--- config.mk ---
export PLATFORM = sky130hd
export DESIGN_NAME = load_store_unit
export DESIGN_NICKNAME = d
export VERILOG_FILES = /design/src/common/fetch_defines.svh /design/src/common/bus_pkg.sv /design/src/common/core_pkg.sv /design/src/verilog/load_store_unit.sv
export SDC_FILE = /design/constraint.sdc
export NUM_CORES = 1
export LEC_CHECK = 0
export BUFFER_PORTS_ARGS = -buffer_cell sky130_fd_sc_hd__buf_4
export CORE_AREA = 2 2 97 99
export CTS_CLUSTER_DIAMETER = 100
export DETAILED_ROUTE_END_ITERATION = 6
export DIE_AREA = 0 0 99 101
export GPL_ROUTABILITY_DRIVEN = 0
export HOLD_SLACK_MARGIN = 0.15
export PLACE_DENSITY = 0.83
export SYNTH_ARGS = -nofsm -noshare
export SYNTH_HDL_FRONTEND = slang
export SYNTH_SLANG_ARGS = --single-unit
--- constraint.sdc ---
create_clock -name clk_i -period 1.69 [get_ports clk_i]
set_input_delay 0.4225 -clock clk_i [delete_from_list [all_inputs] [get_ports clk_i]]
set_output_delay 0.4225 -clock clk_i [all_outputs]
set_load 0.03 [all_outputs]
--- src/common/fetch_defines.svh ---
/*
 * Address map and memory size for the fetch subsystem.
 * Vectors must be word aligned. The RAM depth must be a power of two
 * because the RAM index is taken straight from the address bits.
 */
`ifndef FETCH_DEFINES_SVH
`define FETCH_DEFINES_SVH

// PC value right after reset
`define FETCH_BOOT_ADDR 32'h0000_0000
// Interrupt vector
`define FETCH_IRQ_ADDR 32'h0000_0100
// Debug vector
`define FETCH_DEBUG_ADDR 32'h0000_0200
// RAM size in 32-bit words, addresses wrap above it
`define RAM_DEPTH_WORDS 1024

`endif

--- src/common/bus_pkg.sv ---
/*
 * Types for the shared pipelined Wishbone bus.
 * No err or rty lines: bus errors are not modelled.
 * sel is carried but masters always drive all ones.
 */
package bus_pkg;

  // One master's request toward the bus
  typedef struct packed {
    logic [31:0] adr;
    logic [31:0] dat;
    logic        we;
    logic [3:0]  sel;
    logic        stb;
    logic        cyc;
  } wb_req_t;

  // Slave reply, stall is the pipelined back-pressure
  typedef struct packed {
    logic [31:0] dat;
    logic        ack;
    logic        stall;
  } wb_rsp_t;

  // Current bus owner
  typedef enum logic [1:0] {
    GRANT_NONE,
    GRANT_LSU,
    GRANT_FETCH
  } grant_e;

endpackage

--- src/common/core_pkg.sv ---
/*
 * Core-side types: FSM state encodings and the decode handoff.
 * The fetch states keep the order of the original read machine.
 */
package core_pkg;

  // Instruction read machine
  typedef enum logic [2:0] {
    IDLE,
    MEMORY_STALL,
    REQUEST,
    MEMORY_WAIT,
    DONE,
    PIPELINE_STALL
  } fetch_state_e;

  // Data access machine
  typedef enum logic [1:0] {
    LSU_IDLE,
    LSU_STALL,
    LSU_WAIT,
    LSU_DONE
  } lsu_state_e;

  // Handed to decode with valid/ready
  typedef struct packed {
    logic [31:0] instr;
    logic [31:0] pc;
  } fetch_out_t;

endpackage

--- src/verilog/load_store_unit.sv ---
/*
 * Single-word data load/store bus master.
 * Strobe to done is 3 cycles minimum, longer while fetch owns the bus.
 * A strobe while busy is dropped. Full-word access only.
 */
module load_store_unit (
  input  logic             clk_i,
  input  logic             rst_i,
  // Core side
  input  logic             lsu_req_i,
  input  logic             lsu_we_i,
  input  logic [31:0]      lsu_addr_i,
  input  logic [31:0]      lsu_wdata_i,
  output logic             lsu_done_o,
  output logic [31:0]      lsu_rdata_o,
  // Bus master side
  output bus_pkg::wb_req_t bus_req_o,
  input  bus_pkg::wb_rsp_t bus_rsp_i
);

  core_pkg::lsu_state_e state_q;

  logic        stb_q;
  logic        cyc_q;
  logic        we_q;
  logic [31:0] adr_q;
  logic [31:0] wdata_q;
  logic [31:0] rdata_q;

  always_ff @(posedge clk_i) begin
    if (rst_i) begin
      state_q <= core_pkg::LSU_IDLE;
      stb_q   <= 1'b0;
      cyc_q   <= 1'b0;
    end else begin
      case (state_q)
        core_pkg::LSU_IDLE: begin
          if (lsu_req_i) begin
            stb_q   <= 1'b1;
            cyc_q   <= 1'b1;
            state_q <= core_pkg::LSU_STALL;
          end
        end
        // stb high until accepted
        core_pkg::LSU_STALL: begin
          if (!bus_rsp_i.stall) begin
            stb_q   <= 1'b0;
            state_q <= core_pkg::LSU_WAIT;
          end
        end
        core_pkg::LSU_WAIT: begin
          if (bus_rsp_i.ack) begin
            cyc_q   <= 1'b0;
            state_q <= core_pkg::LSU_DONE;
          end
        end
        // One cycle for the done pulse
        default: begin
          state_q <= core_pkg::LSU_IDLE;
        end
      endcase
    end
  end

  // Access captured on the strobe, read data on ack
  always_ff @(posedge clk_i) begin
    if (state_q == core_pkg::LSU_IDLE && lsu_req_i) begin
      we_q    <= lsu_we_i;
      adr_q   <= lsu_addr_i;
      wdata_q <= lsu_wdata_i;
    end
    if (state_q == core_pkg::LSU_WAIT && bus_rsp_i.ack) begin
      rdata_q <= bus_rsp_i.dat;
    end
  end

  assign bus_req_o = '{adr: adr_q, dat: wdata_q, we: we_q, sel: 4'hf,
                       stb: stb_q, cyc: cyc_q};

  assign lsu_done_o  = (state_q == core_pkg::LSU_DONE);
  assign lsu_rdata_o = rdata_q;

  a_no_req_when_busy: assert property (@(posedge clk_i) disable iff (rst_i)
    lsu_req_i |-> state_q == core_pkg::LSU_IDLE);

endmodule

# ---- Word-level counts from Yosys, hierarchy flattened
# Cells that the tools add are included.
dict set report word_totals {
  register_bits 101
  latchBits 0
  ramBits 0
  romBits 0
  output_inout_bits 104
  word_cells 30
  mem_count 0
}
dict set report classes {
  addsub 0
  mul 0
  n_div 0
  order_cmp 0
  eq_ne 6
  n_shift 0
  mux 9
  bitwise_logic 0
  reduce_logical 8
}
# operator count
set ops {}
lappend ops {{AND reduction 3 bit} 3}
lappend ops {{2-to-1 mux 2 bit} 3}
lappend ops {{inequality test 2 bit (second input constant)} 3}
lappend ops {{case mux 2 bit (3 select lines)} 1}
lappend ops {{== test 2 bit (second input constant)} 2}
lappend ops {{case mux 1 bit (2 select lines)} 2}
lappend ops {{nonzero test 2 bit} 2}
lappend ops {{2-to-1 mux 1 bit} 3}
lappend ops {{== test 2 x 1 -> 1 bit (second input constant)} 1}
lappend ops {{logical AND 1 bit} 2}
lappend ops {{logical NOT 2 bit} 1}

# ---- Logic depth before layout (Yosys ltp)
dict set report depth {
  ltp_word 3
  mapped_depth 5
}

# ---- Least setup slack after synthesis
# No wires, ideal clock.
dict set report synth_path {
  path_type {reg2reg}
  startpoint {reg state_q[0]}
  endpoint {reg rdata_q[0] (netlist: lsu_rdata_o[0]), enable pin}
  setup_ps 392
  t_arrival_ps 1427
  required_time_ps 1298
  slack_ps -129
  stages_incl_launch_ff 4
  path_buffers 0
  period_less_slack_ps 1819
  path_cell_list {dfxtp_1 > inv_1 > ha_1 > and2_1}
}
dict set report synth_via {
  elab_chain_len 2
}
# element line
set synth_rtl {}
lappend synth_rtl {{from (decl)} load_store_unit.sv:21} ;# core_pkg::lsu_state_e state_q;
lappend synth_rtl {{from (signal assigned)} load_store_unit.sv:32} ;# state_q <= core_pkg::LSU_IDLE;
lappend synth_rtl {{from (signal assigned)} load_store_unit.sv:41} ;# state_q <= core_pkg::LSU_STALL;
lappend synth_rtl {{from (signal assigned)} load_store_unit.sv:48} ;# state_q <= core_pkg::LSU_WAIT;
lappend synth_rtl {{== test 2 bit} load_store_unit.sv:72} ;# if (state_q == core_pkg::LSU_WAIT && bus_rsp_i.ack) begin
lappend synth_rtl {{logical AND 1 bit} load_store_unit.sv:72}
lappend synth_rtl {{to (signal assigned)} load_store_unit.sv:73} ;# rdata_q <= bus_rsp_i.dat;
lappend synth_rtl {{to (decl)} load_store_unit.sv:28} ;# logic [31:0] rdata_q;
# No other way between the ends.
# A chain may end at the register's enable or synchronous reset.

# ---- Worst setup path in the final report
dict set report layout_path {
  startpoint {reg state_q[0]}
  endpoint {reg state_q[1]}
}
dict set report layout_via {
  elab_chain_len 3
}
# element line
set layout_rtl {}
lappend layout_rtl {{== test 2 bit (tied with other cells)} load_store_unit.sv:36} ;# case (state_q)
lappend layout_rtl {{inequality test 2 bit (no line)} -}
lappend layout_rtl {{AND reduction 3 bit (no line)} -}
# Parallel ways exist; a longest one is shown, timed or not.

==> results by group <==
GRT
  – GRT overflow: 0
  – Pin count of the biggest net entering global routing: 33
  – First-pass GRT wire length: 11,200 µm
  – Vias in the first global route: 2,234
  – Tot GR Track Use: 0.149
  – Antenna violations before repair: 0

Clock tree
  – Root Driver: clkbuf_8
  – PostCTS Resize Cnt: 0
  – Clk_lat worst skew: around 0.35 ns
  – Cts hold-fix bufs: 0
  – Clk sinks: between 100 and 150
  – Worst-path clk slew: 0.10 ns
  – Postcts setup bufs: 0
  – Htree depth: 3
  – CTS tree: yes
  – Longest Clk Path Bufs: 2
  – Inserted Clock Buffers: 9

Synth
  – Most frequent cell after synthesis: edfxtp_1
  – Largest area contributor in the synthesized netlist: edfxtp_1
  – Top_reg_cell synth: edfxtp_1
  – Top-area cell type share of the netlist area: 0.885
  – FF+latch count, synth: between 100 and 150
  – Top cells by area, synth: edfxtp_1 (88%), dfxtp_1 (2.4%), ha_1 (1.9%)
  – Synth warn: 0
  – Mapped Cells: ~140
  – Distinct cell type count after synthesis: 23
  – Number of flops mapped to enable cells by yosys: 97
  – Register area share after synthesis: 0.909
  – Async S/R FF share, synth: 0
  – Post-Syn Area: around 0.0033 mm²
  – Post-synth top cells: edfxtp_1 (97), buf_4 (7), ha_1 (5), inv_1 (5), dfxtp_1 (4)
  – Mean Syn Cell Area: 23.7 µm²

Final layout
  – Post-layout util: 0.577
  – Synth-to-Final Area Change: 57.4%
  – Fin area: 0.00518 mm²
  – Post-route insts no fill: 467
  – Antenna diodes: 0
  – Layout cell share with drive strength beyond 1: 0.629
  – Fin nets: 458

STA
  – Unrepaired setup endpoints after global routing: no
  – Final worst-path cycle share: 0.892
  – FMAX: about 660 MHz
  – Final setup vio count: 0
  – Final Hold Vio Count: 0
  – Final min period: 1.51 ns
  – Clock skew: ~0.010 ns
  – Min setup slack post-route: 0.182 ns
  – Max Slew Vio Count: 0
  – TNS Setup: 0 ns

Critical path
  – CP Capture Type: flip-flop
  – Element type at the critical path start: flip-flop
  – Crit path DAT: 1.73 ns
  – Setup Crit Path Kind: flip-flop to flip-flop
  – Reg2Reg Depth: 5
  – Required time of the worst setup path: ~1.9 ns
  – CP max FO: 6

Routing
  – First drt pass iteration count: 4
  – Residual DRC: 0
  – Routed Antenna Nets: 0
  – DR WL/cell: around 16 µm
  – DRT Wirelength: roughly 7500 µm
  – DR iter-0 viols: 48
  – Via count: between 2,000 and 2,500
  – Via/cell ratio: 4.45

Placed design
  – Area after DPL: 0.00497 mm²
  – Place WS: roughly 0.20 ns
  – Post-DP HPWL: between 6000 and 7000 µm
  – I/O Buffers: between 200 and 250
  – Dpl cells: 451

Floorplanning
  – Core area: around 0.0090 mm²
  – Total die area: between 0.009 and 0.01 mm²
  – # IOs: ~210
  – Initial core utilization: 0.367
  – Die H: about 100 µm
  – Site Rows: 35
  – Die Width: approximately 99 µm

Hold path
  – Hold Crit Class: primary input to flip-flop
  – Hold path depth: 1

Power and ir drop
  – VDD IR max: 0.562 mV
  – Cell Pwr Density: roughly 1500 mW/mm²
  – Static Leak: between 2 and 2.5 nW

Outcome
  – Run status: finished clean

Flow run
  – Max-cap violations: 0
-- where the power goes --
part           total, W  switching (W)  leakage (nW)  internal, W
logic           0.00265        0.00166          1.12     0.000989
registers       0.00362       0.000182         0.942      0.00343
clock network   0.00161       0.000769         0.108     0.000836
-- worst max-delay path: stages (launching register included) --
cell and delay [ns]:
dfxtp_1 0.40, inv_1 0.11, ha_1 0.26, nor2b_4 0.17, o311ai_1 0.33, o41ai_1 0.12
-- worst paths after layout --
path	startpoint	end	slack, ns
worst min-delay path	lsu_addr_i[18]	adr_q[18]$_DFFE_PP_	0.24
worst max register to register	state_q[0]$_SDFFE_PP0P_	state_q[1]$_SDFFE_PP0P_	0.18
worst max-delay path	state_q[0]$_SDFFE_PP0P_	state_q[1]$_SDFFE_PP0P_	0.18
worst min register to register	stb_q$_SDFFE_PP0P_	stb_q$_SDFFE_PP0P_	0.52
-- registers in the layout, summed over array words and instances, names as in the netlist --
| signal | cells |
|---|---|
| lsu_rdata_o | 32 |
| wdata_q | 32 |
| stb_q | 1 |
| adr_q | 32 |
| state_q | 2 |
| cyc_q | 1 |
| we_q | 1 |
-- cells by family after synthesis --
family | synth area share
fa+ha+maj | 0.0190
simple gates | 0.0239
buf+inv | 0.0217
flops | 0.909
compound gates | 0.0251
other cells | 0.00114
-- layer usage --
layer  GRT usage  routed length (µm)  share of wire  up-vias
li1            -                   -              -      948
met1       0.154                2560           0.34      974
met2       0.260                3830           0.51      148
met3      0.0763                1050           0.14        9
met4      0.0506                  80          0.011        0
met5           0                   0              0        -
-- placed cells by master (no fill, tap or decap), drive strengths merged, types with 2 or more instances in the layout --
cell type	Yosys	routed
clkinv	0	3
edfxtp	97	97
o21bai	2	2
dfxtp	4	4
nor2b	2	2
bufinv	0	2
buf	7	205
and2	3	3
clkbuf	0	10
conb	1	4
ha	5	5
inv	5	6
-- layout make-up --
type                       count  area, µm²
inverter                       5       18.8
clock buffer                  10        128
multi-input combinational     29        240
timing repair buffer         205       1580
sequential                   101       2990
clock inverter                 6       86.3
fill                         712       3800
tap                          111        139
-- stage by stage --
step	power, W	hold WS [ns]
finish	0.00787	0.242
global route	0.00823	0.208
CTS	0.00800	0.213
detailed placement	0.00637	0.506
global placement	0.00628	0.494
floorplan	0.00519	0.462
No activity file was read; power rests on OpenSTA's default activity.
