<file path="src/common/fetch_defines.svh">
/*
 * Address map and memory size for the fetch subsystem.
 * Vectors must be word aligned. The RAM depth must be a power of two
 * because the RAM index is taken straight from the address bits.
 */
`ifndef FETCH_DEFINES_SVH
`define FETCH_DEFINES_SVH

// PC value right after reset
`define FETCH_BOOT_ADDR 32'h0000_0000
// Interrupt vector
`define FETCH_IRQ_ADDR 32'h0000_0100
// Debug vector
`define FETCH_DEBUG_ADDR 32'h0000_0200
// RAM size in 32-bit words, addresses wrap above it
`define RAM_DEPTH_WORDS 1024

`endif

</file>
<file path="src/common/bus_pkg.sv">
/*
 * Types for the shared pipelined Wishbone bus.
 * No err or rty lines: bus errors are not modelled.
 * sel is carried but masters always drive all ones.
 */
package bus_pkg;

  // One master's request toward the bus
  typedef struct packed {
    logic [31:0] adr;
    logic [31:0] dat;
    logic        we;
    logic [3:0]  sel;
    logic        stb;
    logic        cyc;
  } wb_req_t;

  // Slave reply, stall is the pipelined back-pressure
  typedef struct packed {
    logic [31:0] dat;
    logic        ack;
    logic        stall;
  } wb_rsp_t;

  // Current bus owner
  typedef enum logic [1:0] {
    GRANT_NONE,
    GRANT_LSU,
    GRANT_FETCH
  } grant_e;

endpackage

</file>
<file path="src/common/core_pkg.sv">
/*
 * Core-side types: FSM state encodings and the decode handoff.
 * The fetch states keep the order of the original read machine.
 */
package core_pkg;

  // Instruction read machine
  typedef enum logic [2:0] {
    IDLE,
    MEMORY_STALL,
    REQUEST,
    MEMORY_WAIT,
    DONE,
    PIPELINE_STALL
  } fetch_state_e;

  // Data access machine
  typedef enum logic [1:0] {
    LSU_IDLE,
    LSU_STALL,
    LSU_WAIT,
    LSU_DONE
  } lsu_state_e;

  // Handed to decode with valid/ready
  typedef struct packed {
    logic [31:0] instr;
    logic [31:0] pc;
  } fetch_out_t;

endpackage

</file>
<file path="src/fetch/fetch_unit.sv">
/*
 * Instruction fetch bus master with program counter.
 * One 32-bit read in flight at a time, word reads only.
 * First fetch starts 2 cycles after rst_i falls.
 * Redirects (debug, irq, branch) update pc_q only; a fetch already
 * issued completes and is handed to decode as is.
 */
`include "fetch_defines.svh"

module fetch_unit (
  input  logic                clk_i,
  input  logic                rst_i,
  // Redirect requests
  input  logic                irq_i,
  input  logic                drq_i,
  input  logic                branch_i,
  input  logic [19:0]         boffset_i,
  // Bus master side
  output bus_pkg::wb_req_t    bus_req_o,
  input  bus_pkg::wb_rsp_t    bus_rsp_i,
  // Decode side
  input  logic                out_ready_i,
  output logic                out_valid_o,
  output core_pkg::fetch_out_t out_o
);

  core_pkg::fetch_state_e state_d, state_q;

  logic [31:0] pc_d, pc_q;
  logic [31:0] adr_d, adr_q;
  logic [31:0] instr_d, instr_q;
  logic        stb_d, stb_q;
  logic        cyc_d, cyc_q;
  logic        valid_d, valid_q;
  logic        rst_q, rst_qq;
  logic        start_pulse;
  logic        accept;

  // Falling edge of the delayed reset kicks off the first fetch
  assign start_pulse = rst_qq && !rst_q;
  // Decode takes the item
  assign accept = valid_q && out_ready_i;

  // Next PC with later lines taking priority
  always_comb begin : pc_update
    pc_d = pc_q;
    if (accept) begin
      pc_d = pc_q + 32'd4;
    end
    // Zero-extended relative branch
    if (branch_i) begin
      pc_d = pc_q + {12'h000, boffset_i};
    end
    if (irq_i) begin
      pc_d = `FETCH_IRQ_ADDR;
    end
    // Debug beats everything
    if (drq_i) begin
      pc_d = `FETCH_DEBUG_ADDR;
    end
  end

  always_comb begin : read_fsm
    state_d = state_q;
    adr_d   = adr_q;
    stb_d   = stb_q;
    cyc_d   = cyc_q;
    valid_d = valid_q;
    instr_d = instr_q;
    case (state_q)
      core_pkg::IDLE: begin
        if (start_pulse) begin
          adr_d   = pc_d;
          stb_d   = 1'b1;
          cyc_d   = 1'b1;
          state_d = core_pkg::REQUEST;
        end
      end
      core_pkg::REQUEST: begin
        // First cycle of stb is accepted unless stalled
        if (!bus_rsp_i.stall) begin
          stb_d   = 1'b0;
          state_d = core_pkg::MEMORY_WAIT;
        end else begin
          state_d = core_pkg::MEMORY_STALL;
        end
      end
      core_pkg::MEMORY_STALL: begin
        // Hold stb until the arbiter lets us through
        if (!bus_rsp_i.stall) begin
          stb_d   = 1'b0;
          state_d = core_pkg::MEMORY_WAIT;
        end
      end
      core_pkg::MEMORY_WAIT: begin
        if (bus_rsp_i.ack) begin
          instr_d = bus_rsp_i.dat;
          cyc_d   = 1'b0;
          valid_d = 1'b1;
          state_d = core_pkg::DONE;
        end
      end
      core_pkg::DONE, core_pkg::PIPELINE_STALL: begin
        if (accept) begin
          // Issue the next read right away from the updated PC
          valid_d = 1'b0;
          adr_d   = pc_d;
          stb_d   = 1'b1;
          cyc_d   = 1'b1;
          state_d = core_pkg::REQUEST;
        end else begin
          state_d = core_pkg::PIPELINE_STALL;
        end
      end
      default: begin
        state_d = core_pkg::IDLE;
      end
    endcase
  end

  always_ff @(posedge clk_i) begin
    if (rst_i) begin
      state_q <= core_pkg::IDLE;
      stb_q   <= 1'b0;
      cyc_q   <= 1'b0;
      valid_q <= 1'b0;
      pc_q    <= `FETCH_BOOT_ADDR;
    end else begin
      state_q <= state_d;
      stb_q   <= stb_d;
      cyc_q   <= cyc_d;
      valid_q <= valid_d;
      pc_q    <= pc_d;
    end
  end

  // Payload and reset history
  always_ff @(posedge clk_i) begin
    adr_q   <= adr_d;
    instr_q <= instr_d;
    rst_q   <= rst_i;
    rst_qq  <= rst_q;
  end

  assign bus_req_o = '{adr: adr_q, dat: 32'h0, we: 1'b0, sel: 4'hf,
                       stb: stb_q, cyc: cyc_q};

  assign out_valid_o = valid_q;
  // Issued address doubles as the instruction's PC
  assign out_o = '{instr: instr_q, pc: adr_q};

  a_stb_in_cycle: assert property (@(posedge clk_i) disable iff (rst_i)
    stb_q |-> cyc_q);

  // A parked item keeps valid set until decode takes it
  a_valid_while_parked: assert property (@(posedge clk_i) disable iff (rst_i)
    (state_q inside {core_pkg::DONE, core_pkg::PIPELINE_STALL}) |-> valid_q);

endmodule

</file>
<file path="config.mk">
export PLATFORM = sky130hd
export DESIGN_NAME = fetch_unit
export DESIGN_NICKNAME = d
export VERILOG_FILES = /design/src/common/bus_pkg.sv /design/src/common/core_pkg.sv /design/src/fetch/fetch_unit.sv
export VERILOG_INCLUDE_DIRS = /design/src /design/src/common
export SDC_FILE = /design/constraint.sdc
export NUM_CORES = 1
export LEC_CHECK = 0
export ABC_CLOCK_PERIOD_IN_PS = 3100
export BUFFER_PORTS_ARGS = -buffer_cell sky130_fd_sc_hd__buf_2
export CAP_MARGIN = 20
export CORE_ASPECT_RATIO = 0.6
export CORE_UTILIZATION = 40
export DETAILED_ROUTE_END_ITERATION = 16
export GPL_TIMING_DRIVEN = 0
export PLACE_DENSITY = 0.66
export SYNTH_ARGS = -nofsm -noshare
export SYNTH_HDL_FRONTEND = slang
export SYNTH_SLANG_ARGS = --single-unit
</file>
<file path="constraint.sdc">
create_clock -name clk_i -period 3.1 [get_ports clk_i]
set_input_delay 0.31 -clock clk_i [delete_from_list [all_inputs] [get_ports clk_i]]
set_output_delay 0.31 -clock clk_i [all_outputs]
set_load 0.01 [all_outputs]
</file>
-- Yosys cells after proc, flatten, opt, wreduce, memory -nomap -nowiden
Index checks and enable logic that the tools add are counted.
- output and inout bits: 136
- bits of input ports: 60
- flip-flop bits (word level): 104
- reduce and logical (&&, ||, !) cells: 16
- add/sub/neg operators: 2
- equality and inequality tests: 10
- multiplexer cells: 22
- operators with widths (kind ; count):
    $mux W32 ; 6
    $pmux W32 S2 ; 1
    $add A32 B20 Y32 ; 1
    $add A32 B3 Y32 const B ; 1
    $pmux W3 S5 ; 1
    $mux W3 ; 4
    $ne A2 B2 Y1 const B ; 5
    $reduce_and A3 Y1 ; 3
    $reduce_and A4 Y1 ; 2
    $eq A3 B2 Y1 const B ; 2
    $eq A3 B3 Y1 const B ; 2
    $mux W1 ; 6
    $pmux W1 S3 ; 2
    $reduce_bool A3 Y1 ; 2
    $reduce_bool A2 Y1 ; 2
    $reduce_or A2 Y1 ; 2
    $eq A3 B1 Y1 const B ; 1
    $logic_not A3 Y1 ; 1
    $logic_and A1 B1 Y1 ; 2
    $mux W2 ; 1
    $pmux W1 S2 ; 1
    $reduce_and A2 Y1 ; 1
    $logic_not A1 Y1 ; 1

-- Logic depth before layout (Yosys ltp)
- word-level depth: 7
- depth in mapped cells: 9
- depth with buffers taken out: 9

-- Worst setup path before layout
Ideal clock, no wire load.
- path type: register -> register
- start: register state_q[0]
- end: register adr_q[0] (enable)
- period minus slack after synthesis: 2.601 ns
- setup time: 0.424 ns
- required time: 2.676 ns
- cell stages (with the launch flop): 5
- setup slack: 0.499 ns
- buffers on the path: 1
- arrival: 2.177 ns
- path through: dfxtp_1 > clkbuf_1 > nor3b_1 > mux2i_1 > nor2_1
- cells in the longest elaborated chain, start to end: 4
- ends and longest elaborated chain (item ; line ; RTL):
    start: declaration ; fetch_unit.sv:27 ; core_pkg::fetch_state_e state_d, state_q;
    start signal: assignment ; fetch_unit.sv:123 ; state_q <= core_pkg::IDLE;
    start signal: assignment ; fetch_unit.sv:129 ; state_q <= state_d;
    $eq A3 B3 Y1 ; fetch_unit.sv:70 ; case (state_q)
    $reduce_or A2 Y1 ; fetch_unit.sv:70 ;
    $ne A2 B2 Y1 (no source line) / $reduce_bool A2 Y1 (equally long branches) ; - ;
    $reduce_and A3 Y1 (no source line) * ; - ;
    end signal: assignment ; fetch_unit.sv:139 ; adr_q <= adr_d;
    end: declaration ; fetch_unit.sv:30 ; logic [31:0] adr_d, adr_q;
Mark *: on every way between the ends. The rest lies on a longest branch, timed or not.
A chain may end at the register's enable or synchronous reset.

-- Final worst setup path
- start: register pc_q[0]
- end: register adr_q[18], data pin
- cells in the longest elaborated chain, start to end: 7
- ends and longest elaborated chain (item ; line ; RTL):
    start: declaration ; fetch_unit.sv:29 ; logic [31:0] pc_d, pc_q;
    start signal: assignment ; fetch_unit.sv:127 ; pc_q <= `FETCH_BOOT_ADDR;
    start signal: assignment ; fetch_unit.sv:133 ; pc_q <= pc_d;
    $add A32 B3 Y32 ; fetch_unit.sv:48 ; pc_d = pc_q + 32'd4;
    $mux W32 ; fetch_unit.sv:47 ; if (accept) begin
    $mux W32 * ; fetch_unit.sv:51 ; if (branch_i) begin
    $mux W32 * ; fetch_unit.sv:54 ; if (irq_i) begin
    $mux W32 * ; fetch_unit.sv:58 ; if (drq_i) begin
    $mux W32 (on tied branches) ; fetch_unit.sv:104, fetch_unit.sv:72 ;
    $pmux W32 S2 * ; fetch_unit.sv:70 ;
    named net adr_d[18] ; fetch_unit.sv:30 ;
The timed path passes the listed nets; every way through them passes the cells marked *. The select of a mux whose other input is x is not followed.

==> results.md <==
- Clock buffer depth: 2
- Post-layout min period: 2.97 ns
- Crit path kind: reg -> reg
- Mux cell area share after synthesis: 0.697%
- Cell Area, Synth: 5750 um^2
- Via count: between 4000 and 5000
- Worst R2R Path Depth: 9
- Synth area leaders: edfxtp_1 (33%), dfxtp_1 (14%), buf_4 (9.3%)
- Gpl congestion: 0.878
- Num CTS Buffers: 9
- Worst Setup End Kind: flop
- Synth Area in Simple Gates: about 17%
- Post-Syn Area per Cell: roughly 10 um^2
- Max FO, Critical Path: 4
- Post-DRT Antenna Nets: 0
- Max VDD drop: about 0.00025 V
- Syn. warnings: 0
- Total GRT Usage: 20.6%
- RSZ-0062 raised after global routing: no
- Syn-to-layout area delta: 26.7%
- Pwr dens: 445 nW/um^2
- IO Count: approximately 200
- Leading area contributor after synthesis: edfxtp_1
- Most frequent cells in the layout: buf_2 (162), buf_4 (71), edfxtp_1 (64), nor2_1 (62), dfxtp_1 (40)
- Num rows: 33
- DP HPWL: 12300 um
- Ys flop type: edfxtp_1
- Distinct cells, synth: 59
- Vias in the first global route: roughly 4400
- Max Slew Vio Count: 0
- #FFs+latches synth: ~100
- DIE HEIGHT: approximately 95 um
- Final #Nets: around 860
- Highest Clock Rate: between 300 and 400 MHz
- Setup violators final: 0
- Worst Skew: roughly 0.0089 ns
- XOR/XNOR Fraction of Synth Area: under 10%
- WL final: 15600 um
- Post-Synth Adder-Cell Area: under 10%
- WL/cell: around 16 um
- Port-buffer cells: 158
- Router iterations before antenna repair: 5
- Tot Pwr: roughly 3.2 mW
- Die area: about 15000 um^2
- Htree depth: 3
- Reg-to-reg slack, setup: approximately 0.13 ns
- Commonest non-fill, non-tap cell in the layout: buf_2
- Worst r2r src: pc_q[0]
- Final worst-path cycle share: approximately 96%
- Slew headroom: 40.4%
- Hold_buf cts: 0
- CTS tree: built
- Gr ovfl total: 0
- Multi-input combinational cell area: 2510 um^2
- Area of the core: approximately 14000 um^2
- DR iter-0 viols: roughly 440
- Hold Path End: instr_q[14]
- First-pass GRT wire length: between 20000 and 25000 um
- Post-CTS Setup Repair Bufs: 0
- Synth Area in Compound Gates: between 10% and 20%
- Largest net degree at the start of global routing: 32
- FILL cells: approximately 1200
- Final worst slack: approximately 0.13 ns
- Critical Path RT: 3.17 ns
- Hold_sp: bus_rsp_i[16]
- Vias per inst: approximately 5
- CTS root buffer: clkbuf_16
- Post-synth EDFFs: between 60 and 70
- Antenna violations before repair: 0
- Synth async-reset ratio: 0%
- Residual DRC: 0
- Status: completed
- Starting density of the core: just over 40%
- Max Cap Viol: 0
- Cells after synthesis: 573
- Worst Hold Class: in -> reg
- Register area: 2720 um^2
- Top cell type's share of synthesized area: between 30% and 40%
- WP data arrival: approximately 3 ns
- Sequential-to-total area share from yosys stat: a little under half
- Fraction of layout cells with a size suffix above 1: between 30 and 40%
- Post-place setup slack: -0.00000444 ns
- Clock Sinks: 104
- Leakage: 3.12 nW
- Antenna diodes: 0
- Hold slack: 0.129 ns
- Largest family of logic cells by synthesized area: simple AND/OR/NAND/NOR gates
- Clock slew at reported path FFs: roughly 0.08 ns
- Final Hold Viols: 0
- RR Endpoint: adr_q[18]
- Die W: between 150 and 200 um
- Clk_lat worst skew: ~0.35 ns
- Startpoint types: flop
- Worst-Margin Slew: 0.894 ns
- Worst hold stages: 1
## power by group
part | switching (mW) | leakage [nW] | total (mW) | internal [mW]
clock network | 0.577 | 0.146 | 1.16 | 0.581
logic | 0.302 | 2.05 | 0.528 | 0.226
registers | 0.0338 | 0.920 | 1.56 | 1.52
## through the flow
stage | std cells | instance area [um^2] | TNS [ns] | utilization [%]
final | 976 | 7280 | 0 | 52.7
after global routing | 976 | 7280 | 0 | 52.7
after CTS | 976 | 7270 | 0 | 52.6
after detailed placement | 960 | 6970 | -0.00000444 | 50.4
after global placement | 958 | 6910 | -12.33 | 50.0
after floorplan | 608 | 5880 | 0 | -
## registers in the layout, summed over array words and instances (netlist names)
signal       count
adr_q           32
cyc_q            1
instr_q         32
out_valid_o      1
pc_q            32
rst_q            1
rst_qq           1
state_q          3
stb_q            1
## worst max-delay path, cell delays in order, from the launching register on
cell	delay (ns)
dfxtp_1	0.32
ha_1	0.21
fa_1	0.44
a21o_1	0.24
a221o_1	0.38
a31oi_4	0.24
o21ai_1	0.20
a311o_1	0.37
o311ai_0	0.22
nor2_1	0.08
## layer usage
layer / wire [um] / global-route usage, %
met5: 0 / 0
met4: 268 / 5.72
met3: 1610 / 5.32
met2: 6480 / 29.6
met1: 7190 / 29.9
## cells by family (layout without fill, tap and decap cells)
family,Yosys count,after routing
DFF,104,104
AOI/OAI and AO/OA,109,109
other,2,37
buffers and inverters,106,282
muxes,4,4
and+or+nand+nor,187,187
xor gates and xnor gates,39,39
adders and majority gates,22,22
## worst max path at each step
stage | start | endpoint | slack [ns] | cells past startpoint
floorplan | state_q[0] | adr_q[0] | 0.50 | 4
global placement | state_q[0] | adr_q[29] | -0.37 | 4
CTS | pc_q[8] | adr_q[31] | 0.02 | 9
detailed placement | boffset_i[0] | adr_q[22] | -0.000004 | 10
finish | pc_q[0] | adr_q[18] | 0.13 | 9
global route | pc_q[0] | adr_q[22] | 0.006 | 9
## area by class of cell
type / instances / area share [%]
multi-input combinational: 398 / 34.4
inverter: 12 / 0.618
sequential: 104 / 37.4
tap: 192 / 3.30
buffer: 94 / 8.57
clock inverter: 7 / 1.10
clock buffer: 9 / 3.09
timing repair buffer: 160 / 11.5
## Yosys cell counts, types with 13 or more instances
| master | n |
|---|---|
| xnor2_1 | 26 |
| nand2_1 | 36 |
| dfxtp_1 | 40 |
| nor2_1 | 63 |
| buf_4 | 71 |
| edfxtp_1 | 64 |
| o21ai_0 | 21 |
| nand4_1 | 16 |
| xor2_1 | 13 |
| a211oi_1 | 13 |
| a21oi_1 | 30 |
| ha_1 | 21 |
| clkbuf_1 | 17 |
## repair_timing
item | CTS | global route
hold endpoints to repair | 0 | 0
setup endpoints to repair | 0 | 15
gates resized for setup | 0 | 2
No activity file was read; power rests on OpenSTA's default activity.
