--- src/common/fetch_defines.svh ---
/*
 * Address map and memory size for the fetch subsystem.
 * Vectors must be word aligned. The RAM depth must be a power of two
 * because the RAM index is taken straight from the address bits.
 */
`ifndef FETCH_DEFINES_SVH
`define FETCH_DEFINES_SVH

// PC value right after reset
`define FETCH_BOOT_ADDR 32'h0000_0000
// Interrupt vector
`define FETCH_IRQ_ADDR 32'h0000_0100
// Debug vector
`define FETCH_DEBUG_ADDR 32'h0000_0200
// RAM size in 32-bit words, addresses wrap above it
`define RAM_DEPTH_WORDS 1024

`endif

--- src/common/bus_pkg.sv ---
/*
 * Types for the shared pipelined Wishbone bus.
 * No err or rty lines: bus errors are not modelled.
 * sel is carried but masters always drive all ones.
 */
package bus_pkg;

  // One master's request toward the bus
  typedef struct packed {
    logic [31:0] adr;
    logic [31:0] dat;
    logic        we;
    logic [3:0]  sel;
    logic        stb;
    logic        cyc;
  } wb_req_t;

  // Slave reply, stall is the pipelined back-pressure
  typedef struct packed {
    logic [31:0] dat;
    logic        ack;
    logic        stall;
  } wb_rsp_t;

  // Current bus owner
  typedef enum logic [1:0] {
    GRANT_NONE,
    GRANT_LSU,
    GRANT_FETCH
  } grant_e;

endpackage

--- src/verilog/bus_arbiter.sv ---
/*
 * Fixed-priority arbiter for two pipelined Wishbone masters.
 * LSU wins ties. Ownership is kept until the owner drops cyc,
 * and a free bus is granted in the same cycle cyc rises.
 */
module bus_arbiter (
  input  logic             clk_i,
  input  logic             rst_i,
  input  bus_pkg::wb_req_t fetch_req_i,
  input  bus_pkg::wb_req_t lsu_req_i,
  input  bus_pkg::wb_rsp_t ram_rsp_i,
  output bus_pkg::wb_rsp_t fetch_rsp_o,
  output bus_pkg::wb_rsp_t lsu_rsp_o,
  output bus_pkg::wb_req_t ram_req_o
);

  bus_pkg::grant_e grant_q, owner;
  bus_pkg::wb_rsp_t blocked_rsp;

  // Current owner keeps the bus, otherwise pick a new one
  always_comb begin
    if (grant_q == bus_pkg::GRANT_LSU && lsu_req_i.cyc) begin
      owner = bus_pkg::GRANT_LSU;
    end else if (grant_q == bus_pkg::GRANT_FETCH && fetch_req_i.cyc) begin
      owner = bus_pkg::GRANT_FETCH;
    end else if (lsu_req_i.cyc) begin
      owner = bus_pkg::GRANT_LSU;
    end else if (fetch_req_i.cyc) begin
      owner = bus_pkg::GRANT_FETCH;
    end else begin
      owner = bus_pkg::GRANT_NONE;
    end
  end

  always_ff @(posedge clk_i) begin
    if (rst_i) begin
      grant_q <= bus_pkg::GRANT_NONE;
    end else begin
      grant_q <= owner;
    end
  end

  always_comb begin
    case (owner)
      bus_pkg::GRANT_LSU:   ram_req_o = lsu_req_i;
      bus_pkg::GRANT_FETCH: ram_req_o = fetch_req_i;
      default:              ram_req_o = '0;
    endcase
  end

  // Non-owner is held off
  assign blocked_rsp = '{dat: ram_rsp_i.dat, ack: 1'b0, stall: 1'b1};

  assign fetch_rsp_o = (owner == bus_pkg::GRANT_FETCH) ? ram_rsp_i : blocked_rsp;
  assign lsu_rsp_o   = (owner == bus_pkg::GRANT_LSU) ? ram_rsp_i : blocked_rsp;

  // Ack goes back to whoever issued the accepted request
  a_fetch_ack_owner: assert property (@(posedge clk_i) disable iff (rst_i)
    fetch_rsp_o.ack |-> $past(owner == bus_pkg::GRANT_FETCH && ram_req_o.stb));
  a_lsu_ack_owner: assert property (@(posedge clk_i) disable iff (rst_i)
    lsu_rsp_o.ack |-> $past(owner == bus_pkg::GRANT_LSU && ram_req_o.stb));

endmodule

--- config.mk ---
export PLATFORM = sky130hd
export DESIGN_NAME = bus_arbiter
export DESIGN_NICKNAME = d
export VERILOG_FILES = /design/src/common/fetch_defines.svh /design/src/common/bus_pkg.sv /design/src/verilog/bus_arbiter.sv
export SDC_FILE = /design/constraint.sdc
export NUM_CORES = 1
export LEC_CHECK = 0
export ABC_CLOCK_PERIOD_IN_PS = 1400
export BUFFER_PORTS_ARGS = -buffer_cell sky130_fd_sc_hd__buf_2
export CAP_MARGIN = 5
export CORE_AREA = 2 2 123 125
export DETAILED_ROUTE_END_ITERATION = 6
export DIE_AREA = 0 0 125 127
export PLACE_DENSITY = 0.4
export SYNTH_ARGS = -nofsm -noshare
export SYNTH_HDL_FRONTEND = slang
export SYNTH_SLANG_ARGS = --single-unit
--- constraint.sdc ---
create_clock -name clk_i -period 1.4 [get_ports clk_i]
set_clock_uncertainty 0.05 [all_clocks]
set_input_delay 0.14 -clock clk_i [delete_from_list [all_inputs] [get_ports clk_i]]
set_output_delay 0.14 -clock clk_i [all_outputs]
set_load 0.01 [all_outputs]
### After elaboration in Yosys (flattened, before gate mapping)

Index checks and enable logic that the tools add are counted.

| storage, ports and cells | value |
|---|---|
| output and inout bits | 139 |
| RAM bits | 0 |
| memories | 0 |
| bits in latches | 0 |
| register bits | 2 |
| input bits | 178 |
| memory bits (read-only) | 0 |
| word-level logic and storage cells | 14 |

| operators by class | value |
|---|---|
| shift-type cells | 0 |
| bitwise logic cells | 0 |
| multiplexer cells | 7 |
| add/subtract/negate cells | 0 |
| $mul | 0 |
| equal/unequal tests | 4 |
| reductions and logical operators | 2 |
| magnitude comparators | 0 |
| div/mod/pow operators | 0 |

Operators with widths:

| cell | count |
|---|---|
| $pmux 71 s2 | 1 |
| $mux 2 | 6 |
| $eq 2x1->1 const B | 2 |
| $eq 2x2->1 const B | 2 |
| $logic_and 1x1->1 | 2 |

### Longest topological paths before layout

Gate-level depths: netlist of the first run.

| depth | value |
|---|---|
| depth in word-level cells | 6 |
| gate-level depth with buffers | 5 |
| depth with buffers taken out | 3 |

### Worst setup path before layout of the first run

OpenSTA, ideal clock, no wires.

| timing path | value |
|---|---|
| kind | reg2out |
| start | register grant_q[0] |
| end | output ram_req_o[10] in the netlist's numbering |
| stages on the path, launching flop included | 6 |
| data required time | 1.210 ns |
| arrival | 1.063 ns |
| buffers on the path | 2 |
| path slack | 0.147 ns |
| cell sequence | dfxtp_1 > nand3b_1 > and2_4 > buf_12 > buf_8 > a22o_1 |

RTL lines:

| element | line | text |
|---|---|---|
| start, declared | bus_arbiter.sv:17 | `bus_pkg::grant_e grant_q, owner;` |
| start signal, assigned | bus_arbiter.sv:37 | `grant_q <= bus_pkg::GRANT_NONE;` |
| start signal, assigned | bus_arbiter.sv:39 | `grant_q <= owner;` |
| end, declared | bus_arbiter.sv:14 | `output bus_pkg::wb_req_t ram_req_o` |

==> reports/results.tsv, run 1 <==
stage	metric	value	unit
placement	PortBufs	220	
detailed_routing	1st-iter DRT viols	80	
final_layout	ANT cells	0	
worst_setup_path	crit path DAT	1420	ps
power_and_ir_drop	power per cell area	552.5	nW/um^2
timing	Tcrit/Tclk final	1.148	
timing	setup TNS	-13760	ps
detailed_routing	WL/cell	13.23	um
timing	Hold WS	41.83	ps
power_and_ir_drop	maximum VDD drop	0.5428	mV
placement	GP Congestion	0.7567	
worst_setup_path	Worst Setup End Kind	output pin	
final_layout	Register Area	41.29	um^2
final_layout	Area growth syn-to-layout	72.56	%
worst_setup_path	crit path max fanout	22	
detailed_routing	DRC	0	
logic_synthesis	Gate Count Post-Synth	163	
floorplan	Cell Rows	44	
final_layout	Largest register FFs	2	
final_layout	multi-input logic area	709.4	um^2
worst_hold_path	Hold Crit Class	primary input to register	
power_and_ir_drop	Pleak	1.436	nW
global_routing	initial antenna violation count	0	
final_layout	NumNets Final	503	
clock_tree	clock tree buffer depth	2	
timing	Min Clock Period, post-route	1607	ps
timing	max-slew violation count	0	
clock_tree	Reg clk slew, reported paths	30	ps
worst_setup_path	slowest stage delay, CP	290	ps
placement	post-DP HPWL	4.714	mm
logic_synthesis	sequential fraction of the synthesis area	0.02814	
logic_synthesis	post-synthesis area per instance	8.728	um^2
detailed_routing	ANT nets after route	0	
timing	worst-margin pin slew	153.9	ps
power_and_ir_drop	logic gate share of total power	0.638	
detailed_routing	routed via count	1854	
floorplan	core area	14420	um^2
floorplan	Die W	125	um
global_routing	vias in the first global route	1759	
logic_synthesis	post-synth top area share	0.4310	
timing	slew margin rel.	0.8971	
global_routing	first-pass GRT wire length	8.797	mm
detailed_routing	first drt pass iteration count	4	
worst_setup_path	worst path required time	1210	ps
global_routing	GR Overflow Total	0	
global_routing	largest net degree at the start of global routing	34	
clock_tree	clock sink total	2	
final_layout	Filler Cell Count	1648	
floorplan	starting density of the core	0.09863	
power_and_ir_drop	Switch Pwr	0.4453	mW
worst_setup_path	critical path's slowest cell	dfxtp_1	
clock_tree	CTS tree	built	
run_status	status	complete, but fails checks	
clock_tree	CTS root buffer	clkbuf_16	
logic_synthesis	leading area contributor after synthesis	a22o_1	
timing	endpoints failing setup	73	
logic_synthesis	Seq cells post-synth	2	
final_layout	share of cells above drive strength 1	0.7616	
timing	setup ws final	-207.4	ps
final_layout	Util after Layout	0.1702	
worst_setup_path	WS Path Type	register to output pin	
detailed_routing	Vias/cell	3.657	
worst_setup_path	CP Cell Sequence	nand2b_4 > a21boi_4 > buf_4 > buf_16 > a22o_1 > buf_2	
detailed_routing	Post-Route WL	6.707	mm
clock_tree	H-tree depth	1	
logic_synthesis	Yosys cell types	16	
clock_tree	Num CTS Buffers	3	
logic_synthesis	synth top area cells	a22o_1 (43%), buf_4 (34%), buf_8 (7.4%)	
timing	count of final hold-check violations	0	
timing	RSZ-0062 raised after global routing	yes	
power_and_ir_drop	switching share of power	0.3283	
logic_synthesis	mapped cell area	1423	um^2
run_status	failing checks	setup timing	
floorplan	num ports	317	
floorplan	die height	127	um
final_layout	Reg with most FFs	grant_q	
floorplan	Die ar.	15880	um^2
power_and_ir_drop	Internal	0.9111	mW
logic_synthesis	Post-Syn Nets	341	
logic_synthesis	synth warn	0	
flow_run	Max Cap Viol	0	
clock_tree	worst-skew pair later-pin latency	220	ps
power_and_ir_drop	Clk pwr share	0.316	
worst_setup_path	Worst Setup Start Kind	register	
timing	Peak Freq	622.1	MHz
power_and_ir_drop	Reg power frac	0.046	
final_layout	Largest regs	grant_q x2	
global_routing	gr usage total	0.06781	
layout by cell type, fill, tap and decap left out:
cell type  netlist  layout
nand2b_1         2       1
a22o_1          70      70
and2_4           1       1
dfxtp_2          0       1
buf_12           1       4
or2b_1           1       1
nor2b_1          1       1
buf_4           65       5
and3_2           1       1
dfxtp_1          2       1
nand2b_4         0       1
and2_1           1       1
buf_6            7       2
or2_2            1       1
and2b_1          1       1
a21boi_4         0       1
clkbuf_16        0       6
buf_2            0     220
nand3b_1         1       1
buf_16           0       3
power groups by stage:
stage	sequential (mW)	combinational, mW	clock, mW
6_report	0.0627	0.865	0.429
2_1_floorplan	0.0621	0.595	0
3_5_place_dp	0.0622	0.769	0
3_3_place_gp	0.0623	0.763	0
4_1_cts	0.0627	0.842	0.436
5_1_grt	0.0632	0.935	0.446
Yosys cell counts (all sizes together):
master,instances
a21boi,1
a22o,70
and2,2
and2b,1
and3,1
buf,80
dfxtp,2
nand2b,2
nand3b,1
nor2b,1
or2,1
or2b,1
final timing paths:
check	from	to	slack [ps]	depth (start not counted)
worst max-delay path	grant_q[0]$_SDFF_PP0_	ram_req_o[3]	-210	6
worst min-delay path	rst_i	grant_q[0]$_SDFF_PP0_	40	2
worst max register to register	grant_q[0]$_SDFF_PP0_	grant_q[1]$_SDFF_PP0_	160	6
worst min register to register	grant_q[1]$_SDFF_PP0_	grant_q[0]$_SDFF_PP0_	970	4
layer usage:
metal,GRT usage,vias up,wire (um)
met5,0,-,0
met4,0.01895,0,109
met3,0.01675,15,767
met2,0.1349,163,3521
met1,0.07002,799,2309
li1,-,877,-
per-stage QoR:
stage | area [um^2] | setup WS, ps | power, mW | cells
final | 2455 | -207.4 | 1.356 | 507
after global routing | 2455 | -303.3 | 1.444 | 507
after CTS | 2372 | -217.7 | 1.340 | 503
after detailed placement | 2161 | -43.48 | 0.8310 | 492
after global placement | 2161 | -6.081 | 0.8254 | 492
after floorplan | 1423 | 146.5 | 0.6574 | 163
worst max-delay path, delay by kind of cell (launching register included):
kind	cells	cell delay (ps)
buffers and inverters	3	450
AOI/OAI and AO/OA	2	320
DFF	1	290
and+or+nand+nor	1	140
layout make-up:
cell class,count,share of cell area
Multi-Input combinational cell,81,0.2890
Sequential cell,2,0.01682
Tap cell,184,0.09378
Clock buffer,3,0.03058
Timing Repair Buffer,237,0.5698
kinds of logic (layout without fill, tap and decap cells):
| logic type | Yosys count | in the layout | synth area share |
|---|---|---|---|
| AO/OA/AOI/OAI | 71 | 71 | 0.4362 |
| buffers and inverters | 80 | 240 | 0.4864 |
| flip-flops | 2 | 2 | 0.02815 |
| AND/OR/NAND/NOR | 10 | 10 | 0.04927 |
timing repair:
action	in CTS	in global routing
setup buffers	5	1
resized for setup	7	0
endpoints found under the setup margin	73	73
pin swaps	2	17
cloned	3	3
hold buffers	0	0
Note: power is estimated with default switching activity, not from simulation.
==> run 2, diff against run 1 <==
- SETUP_SLACK_MARGIN: unset -> 0.3
==> run 2 against run 1 <==
  * The run still ends with setup timing left
  * Critical path type unchanged
  * Final cell count is 0.39% higher
  * Setup slack worse by 34 ps
  * Non-clock buffer count is 2 higher
  * Sequential share of layout area is essentially flat
  * Via count up 4.0%
==> reports/results.tsv, run 2 (same netlist as run 1, synthesis figures left out) <==
stage	metric	value	unit	change
timing	Peak Freq	609.4	MHz	-2.1%
global_routing	largest net degree at the start of global routing	43		+26%
final_layout	Non-Filler Instances	509		+0.39%
final_layout	Reg with most FFs	grant_q		
worst_setup_path	flop2flop setup slack	180	ps	+20 ps
worst_setup_path	worst path required time	1210	ps	about the same
placement	post-DP HPWL	5.232	mm	+11%
global_routing	vias in the first global route	1886		+7.2%
timing	worst-margin pin slew	218.8	ps	+64.86 ps
final_layout	share of cells above drive strength 1	0.7754		+0.01377
final_layout	Filler Cell Count	1622		-1.6%
final_layout	most frequent cells in the layout	buf_2 (217), a22o_1 (69), clkbuf_16 (8)		
floorplan	starting density of the core	0.09863		unchanged
clock_tree	clock sink total	2		unchanged
timing	endpoints failing setup	73		unchanged
global_routing	GR Overflow Total	0		unchanged
clock_tree	CTS tree	built		
clock_tree	Reg clk slew, reported paths	30	ps	about the same
global_routing	initial antenna violation count	0		unchanged
detailed_routing	DRC	0		unchanged
worst_setup_path	WS Path Type	register to output pin		
timing	slew margin rel.	0.8541		-0.04298
placement	GP Congestion	0.7666		+1.3%
clock_tree	Num CTS Buffers	3		unchanged
worst_setup_path	Worst Setup End Kind	output pin		
final_layout	Final Instance Area	2562	um^2	+4.4%
global_routing	gr usage total	0.07471		+0.006896
detailed_routing	WL/cell	15.53	um	+17%
floorplan	Cell Rows	44		unchanged
worst_setup_path	cell mode on critical path	buf_6		
worst_hold_path	Hold Crit Class	primary input to register		
timing	max-slew violation count	0		unchanged
final_layout	Largest regs	grant_q x2		
detailed_routing	1st-iter DRT viols	44		-45%
worst_setup_path	Worst Setup Start Kind	register		
final_layout	Area growth syn-to-layout	80.12	%	
power_and_ir_drop	power per cell area	552.3	nW/um^2	about the same
timing	Hold WS	64.19	ps	+22.36 ps
worst_setup_path	crit path max fanout	7		-68%
floorplan	num ports	317		unchanged
worst_setup_path	slowest stage delay, CP	300	ps	about the same
timing	Tcrit/Tclk final	1.172		+0.02404
floorplan	Die W	125	um	unchanged
run_status	failing checks	setup timing		
final_layout	NumNets Final	505		+0.40%
clock_tree	hold-fix buffers at CTS	0		unchanged
placement	placed cells	491		-0.20%
run_status	status	complete, but fails checks		
detailed_routing	Post-Route WL	7.907	mm	+18%
floorplan	die height	127	um	unchanged
floorplan	core area	14420	um^2	unchanged
clock_tree	CTS root buffer	clkbuf_16		
worst_setup_path	CP Cell Sequence	nand2b_4 > a21boi_4 > buf_6 > buf_6 > clkbuf_16 > a22o_1 > buf_2		
timing	Min Clock Period, post-route	1641	ps	+33.65 ps
timing	RSZ-0062 raised after global routing	yes		
worst_setup_path	crit path DAT	1450	ps	+30 ps
power_and_ir_drop	Pleak	1.479	nW	+3.0%
worst_setup_path	critical path's slowest cell	dfxtp_2		
timing	setup ws final	-241.1	ps	-33.65 ps
detailed_routing	Vias/cell	3.788		+3.6%
detailed_routing	first drt pass iteration count	4		unchanged
timing	count of final hold-check violations	0		unchanged
detailed_routing	ANT nets after route	0		unchanged
flow_run	Max Cap Viol	0		unchanged
detailed_routing	routed via count	1928		+4.0%
clock_tree	clock tree buffer depth	2		unchanged
clock_tree	H-tree depth	1		unchanged
floorplan	Die ar.	15880	um^2	unchanged
placement	placed cell areas	2156	um^2	-0.23%
global_routing	first-pass GRT wire length	9.542	mm	+8.5%
placement	PortBufs	220		unchanged
final_layout	Largest register FFs	2		unchanged
clock_tree	worst-skew pair later-pin latency	220	ps	about the same
final_layout	ANT cells	0		unchanged
power_and_ir_drop	maximum VDD drop	0.2999	mV	-45%
final_layout	most common cell after layout, fill and taps aside	buf_2		
[run 2: worst paths after layout]
check                           cells after the start                   from               endpoint
worst min-delay path                                2                  rst_i  grant_q[0]$_SDFF_PP0_
worst min register to register                      4  grant_q[1]$_SDFF_PP0_  grant_q[0]$_SDFF_PP0_
worst max-delay path                                7  grant_q[0]$_SDFF_PP0_          ram_req_o[54]
worst max register to register                      6  grant_q[0]$_SDFF_PP0_  grant_q[1]$_SDFF_PP0_
[run 2: through the flow]
| stage | worst slack [ps] | utilization | setup TNS [ps] | total power, mW |
|---|---|---|---|---|
| after floorplan | 149.3 | - | 0 | 0.6587 |
| after global placement | -42.93 | 0.1495 | -42.93 | 0.8368 |
| after detailed placement | -61.21 | 0.1495 | -110.1 | 0.8405 |
| after CTS | -257.1 | 0.1654 | -15910 | 1.349 |
| after global routing | -299.2 | 0.1777 | -19640 | 1.502 |
| final | -241.1 | 0.1777 | -15300 | 1.415 |
[run 2: final cells by class]
class	instances	area, um^2	share of cell area
Sequential cell	2	42.54	0.01660
Tap cell	184	230.2	0.08984
Multi-Input combinational cell	81	732.0	0.2856
Clock buffer	3	75.07	0.02930
Timing Repair Buffer	239	1483	0.5786
[run 2: power breakdown]
group | internal [mW] | leakage, nW | switching [mW]
sequential | 0.0612 | 0.0172 | 0.00209
combinational | 0.520 | 1.43 | 0.409
clock | 0.363 | 0.0370 | 0.0598
[run 2: timing repair]
item	CTS	global route
resized for setup	12	5
pin swaps	3	13
endpoints found under the setup margin	75	76
hold endpoints to repair	0	0
setup buffers	4	1
gates cloned	3	7
[run 2: routing by layer]
metal	track usage	wire [um]	up-vias
met3	0.01717	705	18
met1	0.07610	2920	878
met5	0	0	-
met2	0.1496	4161	152
met4	0.02353	119	0
li1	-	-	880
[run 2: worst max-delay path: cells and delay by family, from the launching register on]
family / cells / cell delay [ps]
buffers and inverters: 4 / 490
flip-flops: 1 / 300
AO/OA/AOI/OAI: 2 / 290
AND/OR/NAND/NOR: 1 / 140
